$ cat config.mk
export PLATFORM = sky130hd
export DESIGN_NAME = plru_victim
export DESIGN_NICKNAME = d
export VERILOG_FILES = /design/src/icache_types_pkg.sv /design/src/plru_victim.sv
export VERILOG_INCLUDE_DIRS = /design/src
export SDC_FILE = /design/constraint.sdc
export NUM_CORES = 1
export LEC_CHECK = 0
export BUFFER_PORTS_ARGS = -buffer_cell sky130_fd_sc_hd__buf_2
export CAP_MARGIN = 25
export CORE_UTILIZATION = 35
export CTS_CLUSTER_SIZE = 16
export DETAILED_ROUTE_END_ITERATION = 8
export PLACE_DENSITY_LB_ADDON = 0.3
export RECOVER_POWER = 25
export SETUP_SLACK_MARGIN = 0.5
export SYNTH_ARGS = -nofsm -noshare
export SYNTH_HDL_FRONTEND = slang
export SYNTH_SLANG_ARGS = --single-unit
$ cat constraint.sdc
create_clock -name clk -period 4.65 [get_ports clk]
set_input_delay 1.395 -clock clk [delete_from_list [all_inputs] [get_ports clk]]
set_output_delay 1.395 -clock clk [all_outputs]
set_load 0.03 [all_outputs]
$ cat src/icache_params.svh
`ifndef ICACHE_PARAMS_SVH
`define ICACHE_PARAMS_SVH

// cache geometry
`define ICACHE_WAYS 4
`define ICACHE_SETS 128

// eight 32-bit words per line
`define ICACHE_LINE_WORDS 8

// address bits above index and line offset
`define ICACHE_TAG_W 20

// one set invalidated per cycle after reset
`define ICACHE_SWEEP_CYCLES 128

`endif
$ cat src/icache_types_pkg.sv
`include "icache_params.svh"

package icache_types_pkg;

    typedef logic [$clog2(`ICACHE_SETS)-1:0]  set_idx_t;
    typedef logic [`ICACHE_TAG_W-1:0]         tag_t;
    typedef logic                             half_t;
    typedef logic [`ICACHE_WAYS-1:0]          way_mask_t;
    typedef logic [`ICACHE_LINE_WORDS*32-1:0] line_t;
    typedef logic [`ICACHE_LINE_WORDS*16-1:0] half_line_t;

    typedef struct packed {
        logic valid;
        tag_t tag;
    } tag_entry_t;

    // one cpu fetch, tag and index together
    typedef struct packed {
        tag_t     tag;
        set_idx_t index;
        half_t    half;
    } cpu_req_t;

    typedef enum logic [2:0] {
        SWEEP, SETTLE, RUN, MISS, REFILL, FINISH, RECOVER
    } cache_state_t;

    typedef enum logic [1:0] {
        NEW, HELD_LOOKUP, HELD_HIT
    } rd_sel_t;

endpackage

$ cat src/plru_victim.sv
`timescale 1ns/1ps
`include "icache_params.svh"

module plru_victim (
    input  logic                        clk,
    input  logic                        rst,
    input  logic                        miss,
    input  icache_types_pkg::set_idx_t  set,
    input  logic                        update,
    output icache_types_pkg::way_mask_t victim
);

    import icache_types_pkg::*;

    logic [2:0] tree [`ICACHE_SETS];
    logic [2:0] cur;
    way_mask_t  pick;

    assign cur = tree[set];

    // bit0 picks the pair, bit1 or bit2 the way inside it
    always_comb begin
        if (!cur[0]) begin
            pick = cur[1] ? 4'b0010 : 4'b0001;
        end else begin
            pick = cur[2] ? 4'b1000 : 4'b0100;
        end
    end

    always_ff @(posedge clk) begin
        if (!rst) begin
            for (int i = 0; i < `ICACHE_SETS; i++) begin
                tree[i] <= 3'b000;
            end
            victim <= '0;
        end else begin
            if (miss) begin
                victim <= pick;
            end
            if (update) begin
                case (victim)
                    4'b0001: tree[set] <= {cur[2], 1'b1, 1'b1};
                    4'b0010: tree[set] <= {cur[2], 1'b0, 1'b1};
                    4'b0100: tree[set] <= {1'b1, cur[1], 1'b0};
                    4'b1000: tree[set] <= {1'b0, cur[1], 1'b0};
                    default: tree[set] <= cur;
                endcase
            end
        end
    end

endmodule

==> impl_summary.md <==
Placed design
The number of placed instances, taps included, is ~2200. At the end of routability-driven placement, the weighted congestion stood at just under 0.9. The pre-CTS setup slack is -211 ps.

The placed instances occupy a cell area of approximately 20000 um2. The sum of net half-perimeters after detailed placement is 38100 um. In this run the tool buffered the top-level ports with 14 buffer cells.

Layout
The area growth from synthesis to layout is 14.1%. After routing the design area is 21100 um2. The finished layout holds around 2300 standard cells, fillers aside. Cells with a size suffix above 1 make up ~16% of the layout. The total number of nets in the final design is about 1600. The number of diodes is 0.

Synth
A synthesized cell averages between 10 and 15 um2. The Yosys step of the flow raised 0 warnings. In this run, synthesis inferred 384 flip-flops with an integrated enable.

Sequential cells were found to cover between 60 and 70% of the synthesized design area. In this run, synthesis produced a sequential element count of 388. The cell count after synthesis is ~1600. Synthesis instantiated 70 different standard cells from the library. The post-synthesis instance area is around 18000 um2. The top flip-flop cell by instance count after synthesis is sky130_fd_sc_hd__edfxtp_1.

When the netlist entered floorplanning its net count stood at roughly 1600. The share of synthesized registers carrying an async set or reset is 0%.

Setup path
The largest fanout of any net on the critical path is 24. The internal reg-to-reg setup slack is between 1000 and 1500 ps. The capturing element type of the critical path is a flop. The critical path data arrival time is about 4600 ps.

The required time of the critical path is 4910 ps. The largest single stage delay on the critical path is approximately 1100 ps. The number of cells on the worst reg-to-reg path is 9.

The critical path goes through buf_4, buf_12, clkbuf_1, nand3_1, nor2_1, clkbuf_1, nand2_1, nand2_1. The critical path class is input pin to flop. The startpoint identified for the worst register-to-register timing path is tree[93][2]. STA classifies the critical path startpoint as an input pin. In this run the critical register-to-register path is captured at tree[36][2]. The slowest stage of the critical path belongs to the cell sky130_fd_sc_hd__clkbuf_1.

Clock tree
The clock passes through at most 3 buffers. CTS saw 388 sinks. The clock reaches the later pin of the worst-skew pair after 570 ps. TritonCTS built the clock tree. The tree is rooted in a sky130_fd_sc_hd__clkbuf_16. The H-tree generated during clock tree synthesis spans 2 levels.

The number of buffers inserted for hold repair after clock tree synthesis is 0. The number of buffers created by CTS is between 40 and 50. The clock edge transition at the registers on the reported setup and hold paths is approximately 60 ps.

Run status
The run finished with clean final reports.

Global routing
The overall routing resource usage is a little over a fifth. The number of global-route vias before repair is 13000. The first global-routing pass estimated around 85000 um of wire.

The number of antenna violations at the first check in global routing came to 0. Entering global routing, the biggest net connects ~140 pins. The total congestion overflow after global routing is 0.

Timing
The count of pins over their slew limit is 0. The relative slew slack is under 10%. Setup violations remaining at the end of the flow were counted as 0. Derived from the worst setup path, the maximum achievable clock frequency is approximately 0.23 GHz.

The final critical-path required period is 4290 ps. The final number of hold-violating endpoints was 0. Clock skew on the completed layout was measured at ~15 ps. The worst path uses a little over 90% of the clock period. Setup repair after global routing could not meet its margin everywhere. The final setup slack of the worst path is approximately 360 ps. After routing, the total negative slack on setup checks comes to 0 ps. For the pin with the worst max-slew slack, the measured transition is around 1400 ps.

Drt
The number of design rule violations left after detail routing is 0. For this block, the via count after detailed routing is 13300. The starting DRC count in detailed routing is between 1500 and 2000. Using the TritonRoute via totals, the vias-per-cell ratio works out to a little under 6. The post-detailed-route wirelength per cell is approximately 25 um. The final layout contains routed wiring with a total length of 58100 um. The pre-antenna-repair detailed-routing pass consisted of 7 iterations. The remaining number of nets flagged by the antenna check after routing is 0.

Floorplanning
The I/O pin count is 15. For this configuration, the core starts out at a cell density of 35.7%. The width of the chip is roughly 230 um.

After floorplanning, the core was sized to cover roughly 52000 um2. The die height is ~230 um. The overall die area is 53700 um2.

Row generation in the floorplan step produced 83 rows.

Worst hold path
For hold timing, the worst endpoint is victim[1]. The number of stages on the worst hold path is 2. The hold path startpoint is victim[1]. The worst min-delay path category is flop to flop.

Power
Per report_power, the sequential group accounts for between 40 and 50% of the total. The leakage component of the power is between 7 and 8 nW. VDD sags by at most about 0.24 mV. Dividing total power by cell area gives a power density of a little under 400 nW/um2. Combinational cells account for a little over an eighth of the total power. For this design the total switching power over the nets is ~0.0022 W. The share of total power dissipated in the clock network is between 30% and 40%. The internal power summed over all cells is roughly 0.006 W. The proportion of total power due to net switching is a little over a quarter.

Run
The tool flagged a number of max-cap violations equal to 0.
==> metrics by stage <==
step	hold WS, ps	power [W]	utilization (%)
4_1_cts	568	0.00836	40.8
6_report	576	0.00835	40.8
3_3_place_gp	554	0.00515	38.3
3_5_place_dp	558	0.00515	38.3
2_1_floorplan	647	0.00468	-
5_1_grt	623	0.00855	40.8
==> cell families after synthesis <==
logic type                count (synthesis)  share of synthesized area, %
muxes                                    87                          7.39
xor gates and xnor gates                  2                        0.0948
and+or+nand+nor                         758                          17.5
DFF                                     388                          62.8
AOI/OAI and AO/OA                       175                          7.49
buffers and inverters                   140                          4.66
==> metal layers <==
layer | part of all wire, % | up-vias | track usage, % | wire (um)
met2 | 46 | 711 | 33.5 | 26900
met4 | 4.3 | 0 | 9.66 | 2470
met1 | 41 | 6658 | 28.8 | 23500
met5 | 0 | - | 0 | 0
li1 | - | 5820 | - | -
met3 | 8.8 | 153 | 4.41 | 5130
==> cell type report <==
class / instances / area (um2)
fill: 4920 / 30600
sequential: 388 / 11600
clock buffer: 58 / 1170
tap: 680 / 851
inverter: 8 / 30.0
multi-input combinational: 1022 / 6070
timing repair buffer: 127 / 1240
clock inverter: 20 / 120
==> placed cells by master (no fill, tap or decap), types with 5 or more instances in the layout <==
cell	instances
sky130_fd_sc_hd__a21oi_1	10
sky130_fd_sc_hd__a221o_1	5
sky130_fd_sc_hd__a221oi_1	50
sky130_fd_sc_hd__a22oi_1	13
sky130_fd_sc_hd__a31oi_1	5
sky130_fd_sc_hd__buf_12	26
sky130_fd_sc_hd__buf_2	7
sky130_fd_sc_hd__buf_4	75
sky130_fd_sc_hd__clkbuf_1	28
sky130_fd_sc_hd__clkbuf_16	46
sky130_fd_sc_hd__clkinv_1	9
sky130_fd_sc_hd__clkinv_2	8
sky130_fd_sc_hd__edfxtp_1	384
sky130_fd_sc_hd__inv_1	7
sky130_fd_sc_hd__mux2_1	8
sky130_fd_sc_hd__mux2_2	18
sky130_fd_sc_hd__mux2i_1	24
sky130_fd_sc_hd__mux4_2	37
sky130_fd_sc_hd__nand2_1	278
sky130_fd_sc_hd__nand2b_1	8
sky130_fd_sc_hd__nand3_1	6
sky130_fd_sc_hd__nand3b_1	6
sky130_fd_sc_hd__nor2_1	291
sky130_fd_sc_hd__nor2b_1	6
sky130_fd_sc_hd__nor3_1	118
sky130_fd_sc_hd__nor3_2	18
sky130_fd_sc_hd__o21ai_0	20
sky130_fd_sc_hd__o221ai_1	8
sky130_fd_sc_hd__o22ai_1	14
==> worst max-delay path by stage <==
stage                     startpoint      endpoint  slack, ps  depth (start not counted)
after floorplan               set[0]   tree[48][0]        930                         12
after global placement        set[1]   tree[52][2]        -60                         10
after detailed placement      set[1]   tree[68][2]       -210                         10
after CTS                     set[1]   tree[68][2]        570                         11
after global routing          set[2]  tree[101][0]        310                          8
final                         set[2]  tree[101][0]        360                          8
==> flip-flops by register name, indices dropped and copies added (netlist names) <==
signal / cells
victim: 4
tree: 384
==> worst max-delay path, delay by kind of cell <==
kind                   cells  cell delay [ps]
and+or+nand+nor            4             1270
buffers and inverters      4             1830
==> power groups by stage <==
stage	Clock [W]	Combinational (W)	Sequential, W
floorplan	0	0.000633	0.00405
global placement	0	0.00108	0.00407
detailed placement	0	0.00108	0.00408
CTS	0.00328	0.00108	0.00400
global route	0.00340	0.00114	0.00401
finish	0.00325	0.00109	0.00400
==> repair_timing <==
action,CTS,global route
gates resized for setup,2,8
hold endpoints to repair,0,0
buffers inserted,0,3
cloned,0,1
setup endpoints to repair,112,92
==> synth_stat cells (all sizes together), types with 2 or more instances <==
library cell / instances / area [um2]
dfxtp: 4 / 80.1
a221oi: 51 / 453
o22a: 2 / 17.5
o31ai: 4 / 35.0
buf: 96 / 696
a31oi: 6 / 43.8
a32oi: 5 / 51.3
nand4: 2 / 12.5
mux2i: 24 / 240
o221ai: 8 / 70.1
nor2b: 10 / 62.6
and2: 3 / 18.8
o21ai: 23 / 115
a211o: 4 / 35.0
a41o: 2 / 20.0
mux2: 26 / 293
and3: 3 / 18.8
a22o: 4 / 35.0
inv: 8 / 30.0
mux4: 37 / 833
o21a: 2 / 15.0
nand2b: 8 / 50.1
a221o: 6 / 61.3
a211oi: 2 / 15.0
o22ai: 14 / 87.6
or2: 5 / 31.3
nand2: 278 / 1040
a311oi: 3 / 26.3
nand3b: 6 / 45.0
nand3: 6 / 30.0
clkbuf: 36 / 135
xor2: 2 / 17.5
a22oi: 14 / 105
a21oi: 10 / 50.1
nor2: 295 / 1110
edfxtp: 384 / 11500
nor3: 136 / 771
a2111oi: 3 / 26.3
Power figures use the tool's default switching activity.
