<file path="src/icache_params.svh">
`ifndef ICACHE_PARAMS_SVH
`define ICACHE_PARAMS_SVH

// cache geometry
`define ICACHE_WAYS 4
`define ICACHE_SETS 128

// eight 32-bit words per line
`define ICACHE_LINE_WORDS 8

// address bits above index and line offset
`define ICACHE_TAG_W 20

// one set invalidated per cycle after reset
`define ICACHE_SWEEP_CYCLES 128

`endif
</file>
<file path="src/icache_types_pkg.sv">
`include "icache_params.svh"

package icache_types_pkg;

    typedef logic [$clog2(`ICACHE_SETS)-1:0]  set_idx_t;
    typedef logic [`ICACHE_TAG_W-1:0]         tag_t;
    typedef logic                             half_t;
    typedef logic [`ICACHE_WAYS-1:0]          way_mask_t;
    typedef logic [`ICACHE_LINE_WORDS*32-1:0] line_t;
    typedef logic [`ICACHE_LINE_WORDS*16-1:0] half_line_t;

    typedef struct packed {
        logic valid;
        tag_t tag;
    } tag_entry_t;

    // one cpu fetch, tag and index together
    typedef struct packed {
        tag_t     tag;
        set_idx_t index;
        half_t    half;
    } cpu_req_t;

    typedef enum logic [2:0] {
        SWEEP, SETTLE, RUN, MISS, REFILL, FINISH, RECOVER
    } cache_state_t;

    typedef enum logic [1:0] {
        NEW, HELD_LOOKUP, HELD_HIT
    } rd_sel_t;

endpackage

</file>
<file path="src/icache_mem_pkg.sv">
package icache_mem_pkg;

    typedef struct packed {
        logic        valid;
        logic [31:0] addr;
    } mem_rd_req_t;

    typedef struct packed {
        logic        valid;
        logic [31:0] data;
        logic        last;
    } mem_rd_resp_t;

    // tag and data array write, sweep or line install
    typedef struct packed {
        icache_types_pkg::way_mask_t  tag_we;
        icache_types_pkg::way_mask_t  data_we;
        icache_types_pkg::set_idx_t   index;
        icache_types_pkg::tag_entry_t entry;
        icache_types_pkg::line_t      line;
    } array_wr_t;

    typedef struct packed {
        icache_types_pkg::set_idx_t index;
        icache_types_pkg::tag_t     tag;
        logic [1:0]                 half_done;
        icache_types_pkg::line_t    line;
    } fill_view_t;

endpackage

</file>
<file path="src/refill_ctrl.sv">
`timescale 1ns/1ps
`include "icache_params.svh"

module refill_ctrl (
    input  logic                          clk,
    input  logic                          rst,
    input  logic                          miss,
    input  icache_types_pkg::cpu_req_t    miss_req,
    input  icache_types_pkg::way_mask_t   victim,
    output icache_mem_pkg::mem_rd_req_t   rd_req,
    input  logic                          rd_ready,
    input  icache_mem_pkg::mem_rd_resp_t  rd_resp,
    output logic                          run,
    output logic                          reload,
    output icache_types_pkg::rd_sel_t     rd_sel,
    output icache_types_pkg::set_idx_t    held_hit_idx,
    output icache_mem_pkg::array_wr_t     wr,
    output icache_mem_pkg::fill_view_t    fill,
    output logic                          update
);

    import icache_types_pkg::*;

    localparam int WORD_W = $clog2(`ICACHE_LINE_WORDS);

    cache_state_t      state;
    set_idx_t          sweep_cnt;
    tag_t              fill_tag;
    set_idx_t          fill_idx;
    half_t             fill_half;
    logic [WORD_W-1:0] word_cnt;
    line_t             buf_line;
    logic [1:0]        half_done;

    ////////////////////////////////////////////////////////////
    // controller FSM

    always_ff @(posedge clk) begin
        if (!rst) begin
            state     <= SWEEP;
            sweep_cnt <= '0;
        end else begin
            case (state)
                SWEEP: begin
                    sweep_cnt <= sweep_cnt + 1'b1;
                    if (sweep_cnt == set_idx_t'(`ICACHE_SWEEP_CYCLES - 1)) begin
                        state <= SETTLE;
                    end
                end
                SETTLE:  state <= RUN;
                RUN:     state <= miss ? MISS : RUN;
                MISS:    state <= rd_ready ? REFILL : MISS;
                REFILL:  state <= (rd_resp.valid && rd_resp.last) ? FINISH : REFILL;
                FINISH:  state <= RECOVER;
                RECOVER: state <= SETTLE;
                default: state <= SETTLE;
            endcase
        end
    end

    always_ff @(posedge clk) begin
        if (state == RUN && miss) begin
            fill_tag  <= miss_req.tag;
            fill_idx  <= miss_req.index;
            fill_half <= miss_req.half;
        end
    end

    // wrapping burst, requested half first
    always_ff @(posedge clk) begin
        if (!rst) begin
            word_cnt  <= '0;
            half_done <= 2'b00;
        end else if (state == RUN && miss) begin
            word_cnt <= {miss_req.half, 2'b00};
        end else if (state == REFILL && rd_resp.valid) begin
            word_cnt <= word_cnt + 1'b1;
            if (&word_cnt[1:0]) begin
                half_done[word_cnt[WORD_W-1]] <= 1'b1;
            end
        end else if (state == FINISH) begin
            half_done <= 2'b00;
        end
    end

    always_ff @(posedge clk) begin
        if (state == REFILL && rd_resp.valid) begin
            buf_line[word_cnt*32 +: 32] <= rd_resp.data;
        end
    end

    assign rd_req.valid = (state == MISS);
    assign rd_req.addr  = {fill_tag, fill_idx, fill_half, 4'b0000};
    assign update       = (state == MISS) && rd_ready;

    assign run          = (state == RUN);
    assign reload       = (state == SETTLE);
    assign held_hit_idx = miss_req.index;
    assign rd_sel       = (state == RUN) ? NEW : (state == RECOVER) ? HELD_HIT : HELD_LOOKUP;

    always_comb begin
        wr           = '0;
        wr.entry.tag = fill_tag;
        wr.line      = buf_line;
        if (state == SWEEP) begin
            wr.tag_we = '1;
            wr.index  = sweep_cnt;
        end else if (state == FINISH) begin
            wr.tag_we      = victim;
            wr.data_we     = victim;
            wr.index       = fill_idx;
            wr.entry.valid = 1'b1;
        end
    end

    assign fill.index     = fill_idx;
    assign fill.tag       = fill_tag;
    assign fill.half_done = half_done;
    assign fill.line      = buf_line;

endmodule

</file>
<file path="config.mk">
export PLATFORM = sky130hd
export DESIGN_NAME = refill_ctrl
export DESIGN_NICKNAME = d
export VERILOG_FILES = /design/src/icache_types_pkg.sv /design/src/icache_mem_pkg.sv /design/src/refill_ctrl.sv
export VERILOG_INCLUDE_DIRS = /design/src
export SDC_FILE = /design/constraint.sdc
export NUM_CORES = 1
export LEC_CHECK = 0
export ABC_AREA = 0
export BUFFER_PORTS_ARGS = -buffer_cell sky130_fd_sc_hd__buf_4
export CAP_MARGIN = 20
export CORE_AREA = 4 4 268 270
export DETAILED_ROUTE_END_ITERATION = 10
export DIE_AREA = 0 0 272 274
export GPL_ROUTABILITY_DRIVEN = 0
export GPL_TIMING_DRIVEN = 0
export HOLD_SLACK_MARGIN = 0.15
export RECOVER_POWER = 100
export SYNTH_ARGS = -nofsm -noshare
export SYNTH_HDL_FRONTEND = slang
export SYNTH_SLANG_ARGS = --single-unit
export TNS_END_PERCENT = 20
</file>
<file path="constraint.sdc">
create_clock -name clk -period 6.59 [get_ports clk]
set_input_delay 1.318 -clock clk [delete_from_list [all_inputs] [get_ports clk]]
set_output_delay 1.318 -clock clk [all_outputs]
set_load 0.005 [all_outputs]
</file>
==> impl_metrics.csv <==
group,metric,value,unit
final_layout,nNetsFinal,1878,
clock_tree,cts_sinks,299,
min_path,hold_path.class,"reg -> reg",
final_layout,layout_common_cells,"572 x clkbuf_4, 360 x buf_4, 284 x edfxtp_1, 128 x nor2_1, 122 x clkbuf_1",
clock_tree,post_cts_resized,0,
timing,setup_tns,0,ns
timing,post-route-period-util,78.1,%
pwr,total_power,4.11,mW
setup_path,startpoint,"word_cnt[0]$_SDFFE_PP0P_",
global_routing,grt_pass1_wl,78800,µm
global_routing,grt_max_degree,33,
timing,slew_headroom,-65.6,%
outcome,status,"complete, but fails checks",
clock_tree,holdBufCountCts,0,
floorplan,die_area,74500,µm²
setup_path,required,6.81,ns
clock_tree,clk_latency,0.54,ns
routing,postRouteAntennaNets,0,
yosys,synth.distinct_cells,36,
floorplan,rows,97,
clock_tree,cts_setup_buffers,0,
setup_path,critPathLaunchType,"flip-flop",
final_layout,fin_area,20800,µm²
final_layout,layout-drive-gt1-share,54.4,%
setup_path,worstPathMaxFanout,9,
yosys,ys_warn_count,0,
pwr,ir_worst_vdd,0.000119,V
final_layout,area_growth,53.2,%
floorplan,ios,692,
placement,place_hpwl,46800,µm
final_layout,mostFrequentLayoutCell,"clkbuf_4",
clock_tree,htree_levels,2,
timing,max_clock_freq,0.194,GHz
min_path,hold_path_depth,2,
clock_tree,numCtsBuffers,37,
clock_tree,clkTransAtPathRegs,0.05,ns
floorplan,fp.coreArea,69500,µm²
min_path,worstHoldStart,"sweep_cnt[6]$_SDFFE_PN0P_",
clock_tree,cts_root_buf,"clkbuf_16",
placement,placed_cell_area,20100,µm²
global_routing,track_usage,14.8,%
setup_path,r2r-start,"word_cnt[0]$_SDFFE_PP0P_",
timing,hold_viol,0,
clock_tree,ctsLongestPathBuffers,3,
yosys,yosys.area.top_type_share,62.8,%
clock_tree,tritoncts,"built",
routing,viasPerCell,3.77,
yosys,ys_top_cells_by_area,"edfxtp_1 63%, buf_4 17%, and2_1 6.4%",
global_routing,overflow,0,
pwr,p_per_area,197,nW/µm²
routing,wl_per_cell,20.9,µm
final_layout,nFillCells,7212,
setup_path,r2r-end,"buf_line[144]$_DFFE_PP_",
timing,worstMarginPinSlew,2.48,ns
yosys,netlist_instances,1061,
outcome,failed_checks,"max-capacitance violations, max-slew violations",
timing,grt_setup_unrepaired,"no",
setup_path,worstRegToRegCells,10,
yosys,synth_largest_area_cell,"edfxtp_1",
floorplan,die_w,272,µm
global_routing,grt_pass1_vias,10900,
timing,finalClockSkew,0.0161,ns
setup_path,cp.arrival,5.37,ns
yosys,syn_avg_cell_area,12.8,µm²
setup_path,endpoint,"buf_line[144]$_DFFE_PP_",
routing,routed_wl,57800,µm
routing,drt-initial-drc-count,759,
routing,drc,0,
floorplan,initial_core_util,19.5,%
final_layout,finish.utilization,29.9,%
global_routing,antenna_found_initial,5,
yosys,ys_seq_elements,299,
placement,io_buffer_count,687,
routing,drt_first_pass_iters,5,
setup_path,crit_type,"reg -> reg",
routing,vias,10400,
timing,drv_slew,226,
yosys,netlist_area,13600,µm²
setup_path,end_kind,"flip-flop",
yosys,synth_seq_area_share,65.0,%
flow_run,drv_cap,8,
pwr,power.leakage,8.53,nW
timing,fin_crit,5.15,ns
setup_path,ff2ff_setup_slack,1.44,ns
floorplan,dieHeight,274,µm
timing,setup_violations,0,
## synthesized netlist by cell type
cell         n
buf_4      315
edfxtp_1   284
and2_1     139
nor2_1     128
nand2_1     40
clkbuf_1    33
dfxtp_1     15
and3_1      14
inv_1       12
a21oi_1      8
ha_1         8
nand3_1      7
a22o_1       6
nor3_1       5
o21ai_0      5
or2_2        5
or3_1        5
buf_2        3
mux2i_1      3
nand2b_1     3
nor4_4       3
o31ai_1      3
nand4bb_1    2
or4_1        2
xnor2_1      2
a31oi_1      1
and3b_1      1
conb_1       1
nand4_1      1
nor2b_1      1
nor3b_1      1
nor4_1       1
o2111a_1     1
o211ai_1     1
o21a_1       1
o21ba_2      1
## power by group
group	switching [mW]	total [mW]	internal [mW]
Clock	0.827	1.95	1.13
Combinational	0.0512	0.0960	0.0448
Sequential	0.00283	2.06	2.06
Total	0.881	4.11	3.23
## final cells by class
type / count / area [µm²] / share of cell area (%)
timing repair buffer: 697 / 4960 / 23.8
inverter: 12 / 45.0 / 0.217
buffer: 351 / 2470 / 11.9
sequential: 299 / 8830 / 42.4
clock inverter: 20 / 143 / 0.686
tap: 940 / 1180 / 5.65
antenna: 2 / 5.00 / 0.0241
clock buffer: 46 / 1000 / 4.82
multi-input combinational: 402 / 2170 / 10.4
## sequential cells by signal, indices dropped and copies added (netlist names)
| register | count |
|---|---|
| word_cnt | 3 |
| sweep_cnt | 7 |
| fill_half | 1 |
| half_done | 2 |
| state | 3 |
| buf_line | 256 |
| fill_idx | 7 |
| fill_tag | 20 |
## worst max-delay path: stages (launching register included)
cell	delay, ns
dfxtp_1	0.38
clkbuf_1	0.33
inv_1	0.16
ha_1	0.25
ha_1	0.39
nand3_1	0.46
nor4_1	1.18
clkbuf_1	0.45
clkbuf_1	0.47
clkbuf_1	0.47
buf_4	0.28
## logic make-up after synthesis
kind of cell    Yosys count  share of synthesized area (%)
buf+inv                 363                           18.8
simple gates            358                           13.7
flops                   299                           65.0
compound gates           27                           1.35
fa+ha+maj                 8                          0.737
mux                       3                          0.221
xor+xnor                  2                          0.129
other cells               1                         0.0276
## per-layer routing
metal  up-vias  GRT usage (%)  share of wire [%]
met3        95           4.16                8.1
met5         -              0              0.026
met2       606           26.6                 50
met4         2           5.79                4.0
met1      5008           16.6                 37
li1       4730              -                  -
## worst min path at each step
| stage | slack [ns] | end |
|---|---|---|
| final | 0.48 | sweep_cnt[6]$_SDFFE_PN0P_ |
| after global routing | 0.51 | sweep_cnt[6]$_SDFFE_PN0P_ |
| after CTS | 0.49 | sweep_cnt[6]$_SDFFE_PN0P_ |
| after detailed placement | 0.48 | sweep_cnt[6]$_SDFFE_PN0P_ |
| after global placement | 0.46 | sweep_cnt[6]$_SDFFE_PN0P_ |
| after floorplan | 0.44 | half_done[0]$_SDFFE_PN0P_ |
## stage by stage
step / worst slack, ns / cells / hold slack [ns]
final: 1.44 / 2769 / 0.484
after global routing: 1.09 / 2767 / 0.513
after CTS: 2.30 / 2767 / 0.485
after detailed placement: 2.32 / 2701 / 0.477
after global placement: -1.52 / 2691 / 0.461
after floorplan: 1.41 / 1064 / 0.439
(Power assumes the default switching activity.)
