## src/icache_params.svh

```systemverilog
`ifndef ICACHE_PARAMS_SVH
`define ICACHE_PARAMS_SVH

// cache geometry
`define ICACHE_WAYS 4
`define ICACHE_SETS 128

// eight 32-bit words per line
`define ICACHE_LINE_WORDS 8

// address bits above index and line offset
`define ICACHE_TAG_W 20

// one set invalidated per cycle after reset
`define ICACHE_SWEEP_CYCLES 128

`endif
```

## src/icache_types_pkg.sv

```systemverilog
`include "icache_params.svh"

package icache_types_pkg;

    typedef logic [$clog2(`ICACHE_SETS)-1:0]  set_idx_t;
    typedef logic [`ICACHE_TAG_W-1:0]         tag_t;
    typedef logic                             half_t;
    typedef logic [`ICACHE_WAYS-1:0]          way_mask_t;
    typedef logic [`ICACHE_LINE_WORDS*32-1:0] line_t;
    typedef logic [`ICACHE_LINE_WORDS*16-1:0] half_line_t;

    typedef struct packed {
        logic valid;
        tag_t tag;
    } tag_entry_t;

    // one cpu fetch, tag and index together
    typedef struct packed {
        tag_t     tag;
        set_idx_t index;
        half_t    half;
    } cpu_req_t;

    typedef enum logic [2:0] {
        SWEEP, SETTLE, RUN, MISS, REFILL, FINISH, RECOVER
    } cache_state_t;

    typedef enum logic [1:0] {
        NEW, HELD_LOOKUP, HELD_HIT
    } rd_sel_t;

endpackage

```

## src/icache_mem_pkg.sv

```systemverilog
package icache_mem_pkg;

    typedef struct packed {
        logic        valid;
        logic [31:0] addr;
    } mem_rd_req_t;

    typedef struct packed {
        logic        valid;
        logic [31:0] data;
        logic        last;
    } mem_rd_resp_t;

    // tag and data array write, sweep or line install
    typedef struct packed {
        icache_types_pkg::way_mask_t  tag_we;
        icache_types_pkg::way_mask_t  data_we;
        icache_types_pkg::set_idx_t   index;
        icache_types_pkg::tag_entry_t entry;
        icache_types_pkg::line_t      line;
    } array_wr_t;

    typedef struct packed {
        icache_types_pkg::set_idx_t index;
        icache_types_pkg::tag_t     tag;
        logic [1:0]                 half_done;
        icache_types_pkg::line_t    line;
    } fill_view_t;

endpackage

```

## src/hit_stage.sv

```systemverilog
`timescale 1ns/1ps
`include "icache_params.svh"

module hit_stage (
    input  logic                                            clk,
    input  logic                                            rst,
    input  icache_types_pkg::cpu_req_t                      look_req,
    input  logic                                            look_valid,
    input  icache_types_pkg::tag_entry_t [`ICACHE_WAYS-1:0] tags,
    input  icache_types_pkg::line_t [`ICACHE_WAYS-1:0]      lines,
    input  logic                                            run,
    input  logic                                            reload,
    input  icache_mem_pkg::fill_view_t                      fill,
    output logic                                            advance,
    output logic                                            miss,
    output icache_types_pkg::cpu_req_t                      miss_req,
    output logic                                            data_ok,
    output icache_types_pkg::half_line_t                    rdata
);

    import icache_types_pkg::*;

    localparam int HALF_W = $bits(half_line_t);

    logic                            hit_valid;
    cpu_req_t                        hit_req;
    tag_entry_t [`ICACHE_WAYS-1:0]   hit_tags;
    line_t [`ICACHE_WAYS-1:0]        hit_lines;
    way_mask_t                       way_hit;
    half_line_t                      way_data;
    half_line_t                      fill_data;
    logic                            fill_hit;

    always_ff @(posedge clk) begin
        if (!rst) begin
            hit_valid <= 1'b0;
        end else if (advance) begin
            hit_valid <= look_valid;
        end
    end

    // array outputs re-read after a refill
    always_ff @(posedge clk) begin
        if (advance) begin
            hit_req   <= look_req;
            hit_tags  <= tags;
            hit_lines <= lines;
        end else if (reload) begin
            hit_tags  <= tags;
            hit_lines <= lines;
        end
    end

    ////////////////////////////////////////////////////////////
    // tag compare and half-line select

    always_comb begin
        way_data = '0;
        for (int w = 0; w < `ICACHE_WAYS; w++) begin
            way_hit[w] = run && hit_tags[w].valid && (hit_tags[w].tag == hit_req.tag);
            if (way_hit[w]) begin
                way_data = way_data | hit_lines[w][hit_req.half*HALF_W +: HALF_W];
            end
        end
    end

    // served from the line still filling
    assign fill_hit = (fill.index == hit_req.index) && (fill.tag == hit_req.tag)
                      && fill.half_done[hit_req.half];
    assign fill_data = fill.line[hit_req.half*HALF_W +: HALF_W];

    assign data_ok  = hit_valid && ((|way_hit) || fill_hit);
    assign miss     = hit_valid && run && !(|way_hit) && !fill_hit;
    assign advance  = !hit_valid || data_ok;
    assign miss_req = hit_req;
    assign rdata    = fill_hit ? fill_data : way_data;

endmodule

```

## config.mk

```make
export PLATFORM = sky130hd
export DESIGN_NAME = hit_stage
export DESIGN_NICKNAME = d
export VERILOG_FILES = /design/src/icache_types_pkg.sv /design/src/icache_mem_pkg.sv /design/src/hit_stage.sv
export VERILOG_INCLUDE_DIRS = /design/src
export SDC_FILE = /design/constraint.sdc
export NUM_CORES = 1
export LEC_CHECK = 0
export BUFFER_PORTS_ARGS = -buffer_cell sky130_fd_sc_hd__buf_2
export CORE_AREA = 3 3 618 620
export DETAILED_ROUTE_END_ITERATION = 10
export DIE_AREA = 0 0 621 623
export GPL_TIMING_DRIVEN = 0
export PLACE_DENSITY = 0.3
export SLEW_MARGIN = 20
export SYNTH_ARGS = -nofsm -noshare
export SYNTH_HDL_FRONTEND = slang
export SYNTH_SLANG_ARGS = --single-unit
```

## constraint.sdc

```tcl
create_clock -name clk -period 145.9 [get_ports clk]
set_clock_uncertainty 0.1 [all_clocks]
set_input_delay 21.885 -clock clk [delete_from_list [all_inputs] [get_ports clk]]
set_output_delay 21.885 -clock clk [all_outputs]
set_load 0.1 [all_outputs]
```

==> results.sh, run 1 <==
export IMPL_cap_violations=0
export IMPL_required_ns=123.91
export IMPL_vias_per_cell=3.50
export IMPL_p_per_area_nw_per_um2=12.9
export IMPL_synth_top_area_share_pct=73.5
export IMPL_layout_drive_gt1_share_pct=45.1
export IMPL_cts_root_buf="clkbuf_16"
export IMPL_die_h_um=623
export IMPL_critPathCaptureType="output port"
export IMPL_power_switching_share_pct=25.7
export IMPL_startpoint="fill[270]"
export IMPL_fin_crit_ns=48.52
export IMPL_fmax_mhz=20.6
export IMPL_r2r_start="miss_req[20]$_DFFE_PP_"
export IMPL_die_area_um2=387000
export IMPL_final_nets=5952
export IMPL_crit_cells=10
export IMPL_clkTransAtPathRegs_ns=0.05
export IMPL_power_frac_seq_pct=45.6
export IMPL_finalHoldViolations=0
export IMPL_crit_arrival_ns=26.54
export IMPL_cts_buffer_depth=4
export IMPL_fill_cells=41400
export IMPL_tns_ns=0
export IMPL_yosysTopAreaCell="edfxtp_1"
export IMPL_hpwl_mm=257
export IMPL_synth_ff_type="edfxtp_1"
export IMPL_synthArstFlopShare_pct=0
export IMPL_hold_start="hit_tags[51]$_DFFE_PP_"
export IMPL_numCtsBuffers=159
export IMPL_tightestPinTransition_ns=1.06
export IMPL_grt_overflow=0
export IMPL_grt_pass1_wl_mm=381
export IMPL_r2r_end="hit_lines[182]$_DFFE_PP_"
export IMPL_synthesis_instances=2659
export IMPL_ys_seq_elements=1137
export IMPL_num_vias=34000
export IMPL_cts_tree="done"
export IMPL_port_buffers=1584
export IMPL_path_delay_family="buffers and inverters"
export IMPL_syn_to_final_growth_pct=45.5
export IMPL_wl_per_cell_um=31.4
export IMPL_synth_area_leaders="edfxtp_1 (73%), mux2i_1 (14%), o22ai_1 (2.6%), o31a_1 (2.4%), o22ai_2 (1.8%)"
export IMPL_final_cells=9718
export IMPL_clock_sinks=1137
export IMPL_final_common_cell="buf_2"
export IMPL_first_pass_iters=5
export IMPL_io_pins=1585
export IMPL_core_um2=376000
export IMPL_ir_worst_vdd_mv=0.00732
export IMPL_combPwrFrac_pct=10.2
export IMPL_netlist_area_um2=46400
export IMPL_crit_buf_inv=5
export IMPL_gp_congestion=0.834
export IMPL_cpMostUsedCell="buf_2"
export IMPL_synth_seq_area_share_pct=73.5
export IMPL_p_switching_mw=0.225
export IMPL_endpoint="rdata[124]"
export IMPL_power_share_clock_pct=44.2
export IMPL_drc=0
export IMPL_slew_viol_final=0
export IMPL_p_int_mw=0.649
export IMPL_critPathMaxStageDelay_ns=0.84
export IMPL_status="finished, final reports clean"
export IMPL_final_core_util_pct=18.0
export IMPL_dp_cells=9359
export IMPL_initial_utilization_pct=12.3
export IMPL_insertion_delay_ns=0.82
export IMPL_drt_iter0_markers=2841
export IMPL_start_kind="input port"
export IMPL_final_cell_mix="buf_2 (1628), edfxtp_1 (1136), mux2i_1 (636)"
export IMPL_synth_nets=4085
export IMPL_crit_path_top_delay_cell="nor2_1"
export IMPL_r2r_slack_ns=137.71
export IMPL_crit_chain="buf_2, xor2_1, nor4_2, nand3_1, nor2_1, clkbuf_4, buf_12, clkbuf_1, o31a_1, buf_2"
export IMPL_antenna_left=0
export IMPL_holdBufCountCts=0
export IMPL_yosysWarnings=0
export IMPL_synth_distinct_cells=32
export IMPL_grt_max_degree=24
export IMPL_synth_avg_cell_area_um2=17.5
export IMPL_rsz0062_at_grt="false"
export IMPL_post_route_period_util_pct=33.3
export IMPL_antenna_found_initial=318
export IMPL_track_usage_pct=15.2
export IMPL_rows=225
export IMPL_postCtsSetupBuffers=0
export IMPL_hold_path_class="reg2reg"
export IMPL_relSlewSlack_pct=27.0
export IMPL_path_class="in2out"
export IMPL_grt_pass1_vias=35000
export IMPL_wirelength_mm=306
export IMPL_reg2reg_depth=27
export IMPL_leakage_nw=27.0
export IMPL_htree_levels=4
export IMPL_ctsResizeCount=0
export IMPL_setup_viol=0
export IMPL_fp_dieW_um=621
export IMPL_synth_edf_count=1136
export IMPL_cp_max_fo=10
routing by layer:
| metal | GRT usage (%) | up-vias | wire length, um |
|---|---|---|---|
| met5 | 0 | - | 659 |
| met4 | 2.88 | 102 | 7570 |
| met3 | 4.44 | 677 | 23400 |
| met2 | 27.8 | 1694 | 158000 |
| met1 | 17.3 | 17000 | 116000 |
| li1 | - | 14600 | - |
state kept, by name, indices dropped and copies added, names as in the netlist:
register and count:
hit_lines 1024, hit_tags 84, miss_req 28, hit_valid 1
cells in the mapped netlist (all sizes together) (3+ instances only):
library cell  number
edfxtp          1136
mux2i            641
o22ai            256
nand2            135
o31a             128
clkbuf           113
xor2              78
buf               62
xnor2             29
nor4              28
nand4             13
nand3              8
nor2               7
nor3               5
or4                4
and4               3
or2                3
cell families (layout without fill, tap and decap cells):
group                  Yosys count  after routing  share of synthesized area, %
XOR/XNOR                       107            107                          2.02
AO/OA/AOI/OAI                  387            387                          6.82
buffers and inverters          175           2168                          1.66
flip-flops                    1137           1137                          73.5
multiplexers                   641            641                          13.8
other                            0             72                             0
AND/OR/NAND/NOR                212            212                          2.14
power by group through the flow:
stage | registers [mW] | logic [mW] | clock network [mW]
final | 0.399 | 0.0891 | 0.386
after global routing | 0.401 | 0.0955 | 0.414
after CTS | 0.399 | 0.0916 | 0.404
after detailed placement | 0.405 | 0.0912 | 0
after global placement | 0.458 | 0.0848 | 0
after floorplan | 0.437 | 0.0334 | 0
tightest hold or removal path, delay by kind of cell (launching register included):
kind | cells | cell delay, ns
simple gates | 2 | 0.18
flops | 1 | 0.33
xor+xnor | 1 | 0.08
compound gates | 1 | 0.14
stage by stage:
stage	setup WS (ns)	total power, mW	hold WS (ns)	cell area (um^2)
floorplan	80.22	0.471	0.590	46400
global placement	50.86	0.543	0.656	60600
detailed placement	97.30	0.497	0.655	62400
CTS	97.29	0.895	0.668	67400
global route	97.31	0.910	0.746	67400
finish	97.38	0.874	0.667	67500
how the worst min path moves through the flow:
stage	end	slack (ns)	cells after the start
6_report	hit_valid$_SDFFE_PN0P_	0.67	4
5_1_grt	miss_req[20]$_DFFE_PP_	0.75	1
4_1_cts	hit_valid$_SDFFE_PN0P_	0.67	4
3_5_place_dp	hit_valid$_SDFFE_PN0P_	0.65	4
3_3_place_gp	hit_valid$_SDFFE_PN0P_	0.66	4
2_1_floorplan	hit_valid$_SDFFE_PN0P_	0.59	4
cell type report:
class,count,area [um^2],share of cell area (%)
clock buffer,197,4190,6.20
clock inverter,90,812,1.20
buffer,175,850,1.26
tap,4994,6250,9.25
multi-input combinational,1347,11500,17.1
timing repair buffer,1706,9580,14.2
antenna,72,180,0.267
sequential,1137,34100,50.5
Power figures use the tool's default switching activity.
==> run 2, diff against run 1 <==
- ABC_AREA: not set -> 1
- CORE_AREA: 3 3 618 620 -> 3 3 613 615
- DIE_AREA: 0 0 621 623 -> 0 0 616 618
- PLACE_DENSITY: 0.3 -> 0.31
- clock period: 145.9 -> 43.2 ns (I/O delays scaled with it)
==> run 2 against run 1 <==
Compared with the run above:
- die area shrank 1.6%
- global-route usage increased by 0.50 points
- clock power increased to 3.3 times the previous value
- combinational power rose to 3.3 times the previous value
- largest cell class unchanged
- critical endpoint is now rdata[62]
- design area grew 4.0%
- area after synthesis grew 8.3%
==> results.sh, run 2 <==
export IMPL_status="finished, final reports clean"
export IMPL_synth_seq_area_share_pct=67.9
export IMPL_power_mw=2.92
export IMPL_initial_utilization_pct=13.5
export IMPL_ys_top_cells_by_count="edfxtp_1 (1136), mux2_2 (640), nand2_1 (470)"
export IMPL_num_vias=39300
export IMPL_grtUsageMet3_pct=4.83
export IMPL_synth_edf_count=1136
export IMPL_clock_sinks=1137
export IMPL_clkTransAtPathRegs_ns=0.06
export IMPL_grt_pass1_wl_mm=394
export IMPL_final_cells=10600
export IMPL_grt_pass1_vias=39400
export IMPL_dp_cells=10200
export IMPL_power_frac_seq_pct=45.7
export IMPL_ys_seq_elements=1137
export IMPL_tns_ns=0
export IMPL_rsz0062_at_grt="false"
export IMPL_synth_ff_type="edfxtp_1"
export IMPL_die_area_um2=381000
export IMPL_cts_tree="done"
export IMPL_synthesis_instances=3616
export IMPL_synth_distinct_cells=26
export IMPL_yosysMostFrequentCell="edfxtp_1"
export IMPL_drt_iter0_markers=3368
export IMPL_synthArstFlopShare_pct=0
export IMPL_use_met2_pct=25.7
export IMPL_reg2reg_depth=17
export IMPL_whs_endpoint="hit_valid$_SDFFE_PN0P_"
export IMPL_synth_top_area_share_pct=67.9
export IMPL_setup_viol=0
export IMPL_insertion_delay_ns=0.81
export IMPL_synth_area_leaders="edfxtp_1 (68%), mux2_2 (14%), nand4_1 (4.8%), nand2_1 (3.5%), nor2_1 (3.3%)"
export IMPL_final_cell_mix="buf_2 (1722), edfxtp_1 (1136), mux2_2 (640)"
export IMPL_fp_dieW_um=616
export IMPL_hold_start="hit_valid$_SDFFE_PN0P_"
export IMPL_power_switching_share_pct=25.5
export IMPL_grt_overflow=0
export IMPL_numCtsBuffers=158
export IMPL_r2r_start="miss_req[13]$_DFFE_PP_"
export IMPL_track_usage_pct=15.7
export IMPL_cap_violations=0
export IMPL_synth_avg_cell_area_um2=13.9
export IMPL_die_h_um=618
export IMPL_cts_buffer_depth=4
export IMPL_critPathCaptureType="output port"
export IMPL_required_ns=36.62
export IMPL_first_pass_iters=7
export IMPL_start_kind="input port"
export IMPL_syn_to_final_growth_pct=39.8
export IMPL_grt_max_degree=53
export IMPL_crit_arrival_ns=10.09
export IMPL_combPwrFrac_pct=10.0
export IMPL_vias_per_cell=3.72
export IMPL_hold_path_cell_count=2
export IMPL_synth_nets=5042
export IMPL_postCtsSetupBuffers=0
export IMPL_cp_max_fo=10
export IMPL_core_um2=371000
export IMPL_final_nets=6813
export IMPL_hpwl_mm=255
export IMPL_ir_worst_vdd_mv=0.0279
export IMPL_ctsResizeCount=0
export IMPL_port_buffers=1584
export IMPL_netlist_area_um2=50300
export IMPL_holdBufCountCts=0
export IMPL_leakage_nw=28.8
export IMPL_fmax_mhz=60.0
export IMPL_startpoint="run"
export IMPL_slew_viol_final=0
export IMPL_finalHoldViolations=0
export IMPL_antenna_left=0
export IMPL_top_register="hit_lines"
export IMPL_p_switching_mw=0.746
export IMPL_post_route_period_util_pct=38.6
export IMPL_grt_busiest_layer="met2"
export IMPL_hold_path_class="reg2reg"
export IMPL_wirelength_mm=313
export IMPL_r2r_end="hit_lines[849]$_DFFE_PP_"
export IMPL_gp_congestion=0.887
export IMPL_path_class="in2out"
export IMPL_yosysTopAreaCell="edfxtp_1"
export IMPL_gr_usage_met1_pct=20.0
export IMPL_largest_reg_flops=1024
export IMPL_wl_per_cell_um=29.6
export IMPL_drc=0
export IMPL_final_common_cell="buf_2"
export IMPL_relSlewSlack_pct=31.2
export IMPL_fin_crit_ns=16.67
export IMPL_p_per_area_nw_per_um2=41.6
export IMPL_layout_drive_gt1_share_pct=49.6
export IMPL_antenna_found_initial=349
export IMPL_io_pins=1585
export IMPL_r2r_slack_ns=36.73
export IMPL_htree_levels=4
export IMPL_dp_slack_ns=26.59
export IMPL_p_int_mw=2.18
export IMPL_cts_root_buf="clkbuf_16"
export IMPL_yosysWarnings=0
export IMPL_tightestPinTransition_ns=1.03
export IMPL_power_share_clock_pct=44.3
export IMPL_rows=224
export IMPL_worst_slack_ns=26.53
run 2: changes by cell type after synthesis, sizes merged, moves of 23 or more:
cell    change
mux2i     -641
mux2      +640
nor2      +441
nand4     +371
nand2     +335
o22ai     -256
buf       +173
nand3     +133
o31a      -128
clkbuf    -104
inv        +93
xor2       -70
nor4       -28
o21ai      +23
run 2: kinds of logic after synthesis:
family	count (synthesis)	share of synthesized area [%]
compound gates	27	0.294
xor+xnor	27	0.470
buf+inv	337	3.84
flops	1137	67.9
mux	640	14.3
simple gates	1448	13.2
run 2: cell type report:
type | count | area [um^2]
tap | 4972 | 6220
inverter | 93 | 349
sequential | 1137 | 34100
multi-input combinational | 2142 | 14200
clock buffer | 197 | 4160
fill | 40900 | 301000
antenna | 79 | 198
clock inverter | 82 | 763
timing repair buffer | 1611 | 8630
buffer | 244 | 1590
run 2: how the worst max path moves through the flow:
stage | to | depth (start not counted)
2_1_floorplan | hit_lines[0]$_DFFE_PP_ | 9
3_3_place_gp | hit_lines[845]$_DFFE_PP_ | 10
3_5_place_dp | rdata[58] | 14
4_1_cts | rdata[58] | 14
5_1_grt | rdata[59] | 14
6_report | rdata[62] | 14
run 2: per-layer routing:
metal  vias to the layer above  routed length [um]
li1                      17100                   -
met1                     19300              131000
met2                      2068              145000
met3                       702               26900
met4                       104                9240
met5                         -                 649
run 2: power by group through the flow:
stage	clock network (mW)	registers [mW]	logic (mW)
2_1_floorplan	0	1.38	0.117
3_3_place_gp	0	1.40	0.290
3_5_place_dp	0	1.36	0.298
4_1_cts	1.35	1.34	0.300
5_1_grt	1.39	1.34	0.313
6_report	1.29	1.33	0.293
run 2: worst max-delay path, cell delays in order:
cell and delay, ns:
buf_2 0.21, nand2_1 0.08, inv_1 0.07, o21ai_0 0.07
nor2_1 0.13, nand2_1 0.13, nor2_2 0.28, buf_4 0.69
buf_6 0.25, nand4_1 0.11, nand3_1 0.15, nor2_1 0.05
nor2_1 0.69, buf_2 0.57
run 2: stage by stage:
step | hold slack, ns | utilization [%] | area, um^2
after floorplan | 1.11 | - | 50300
after global placement | 1.31 | 17.3 | 64400
after detailed placement | 0.989 | 17.5 | 65100
after CTS | 0.995 | 18.9 | 70100
after global routing | 0.969 | 18.9 | 70100
final | 0.881 | 18.9 | 70300
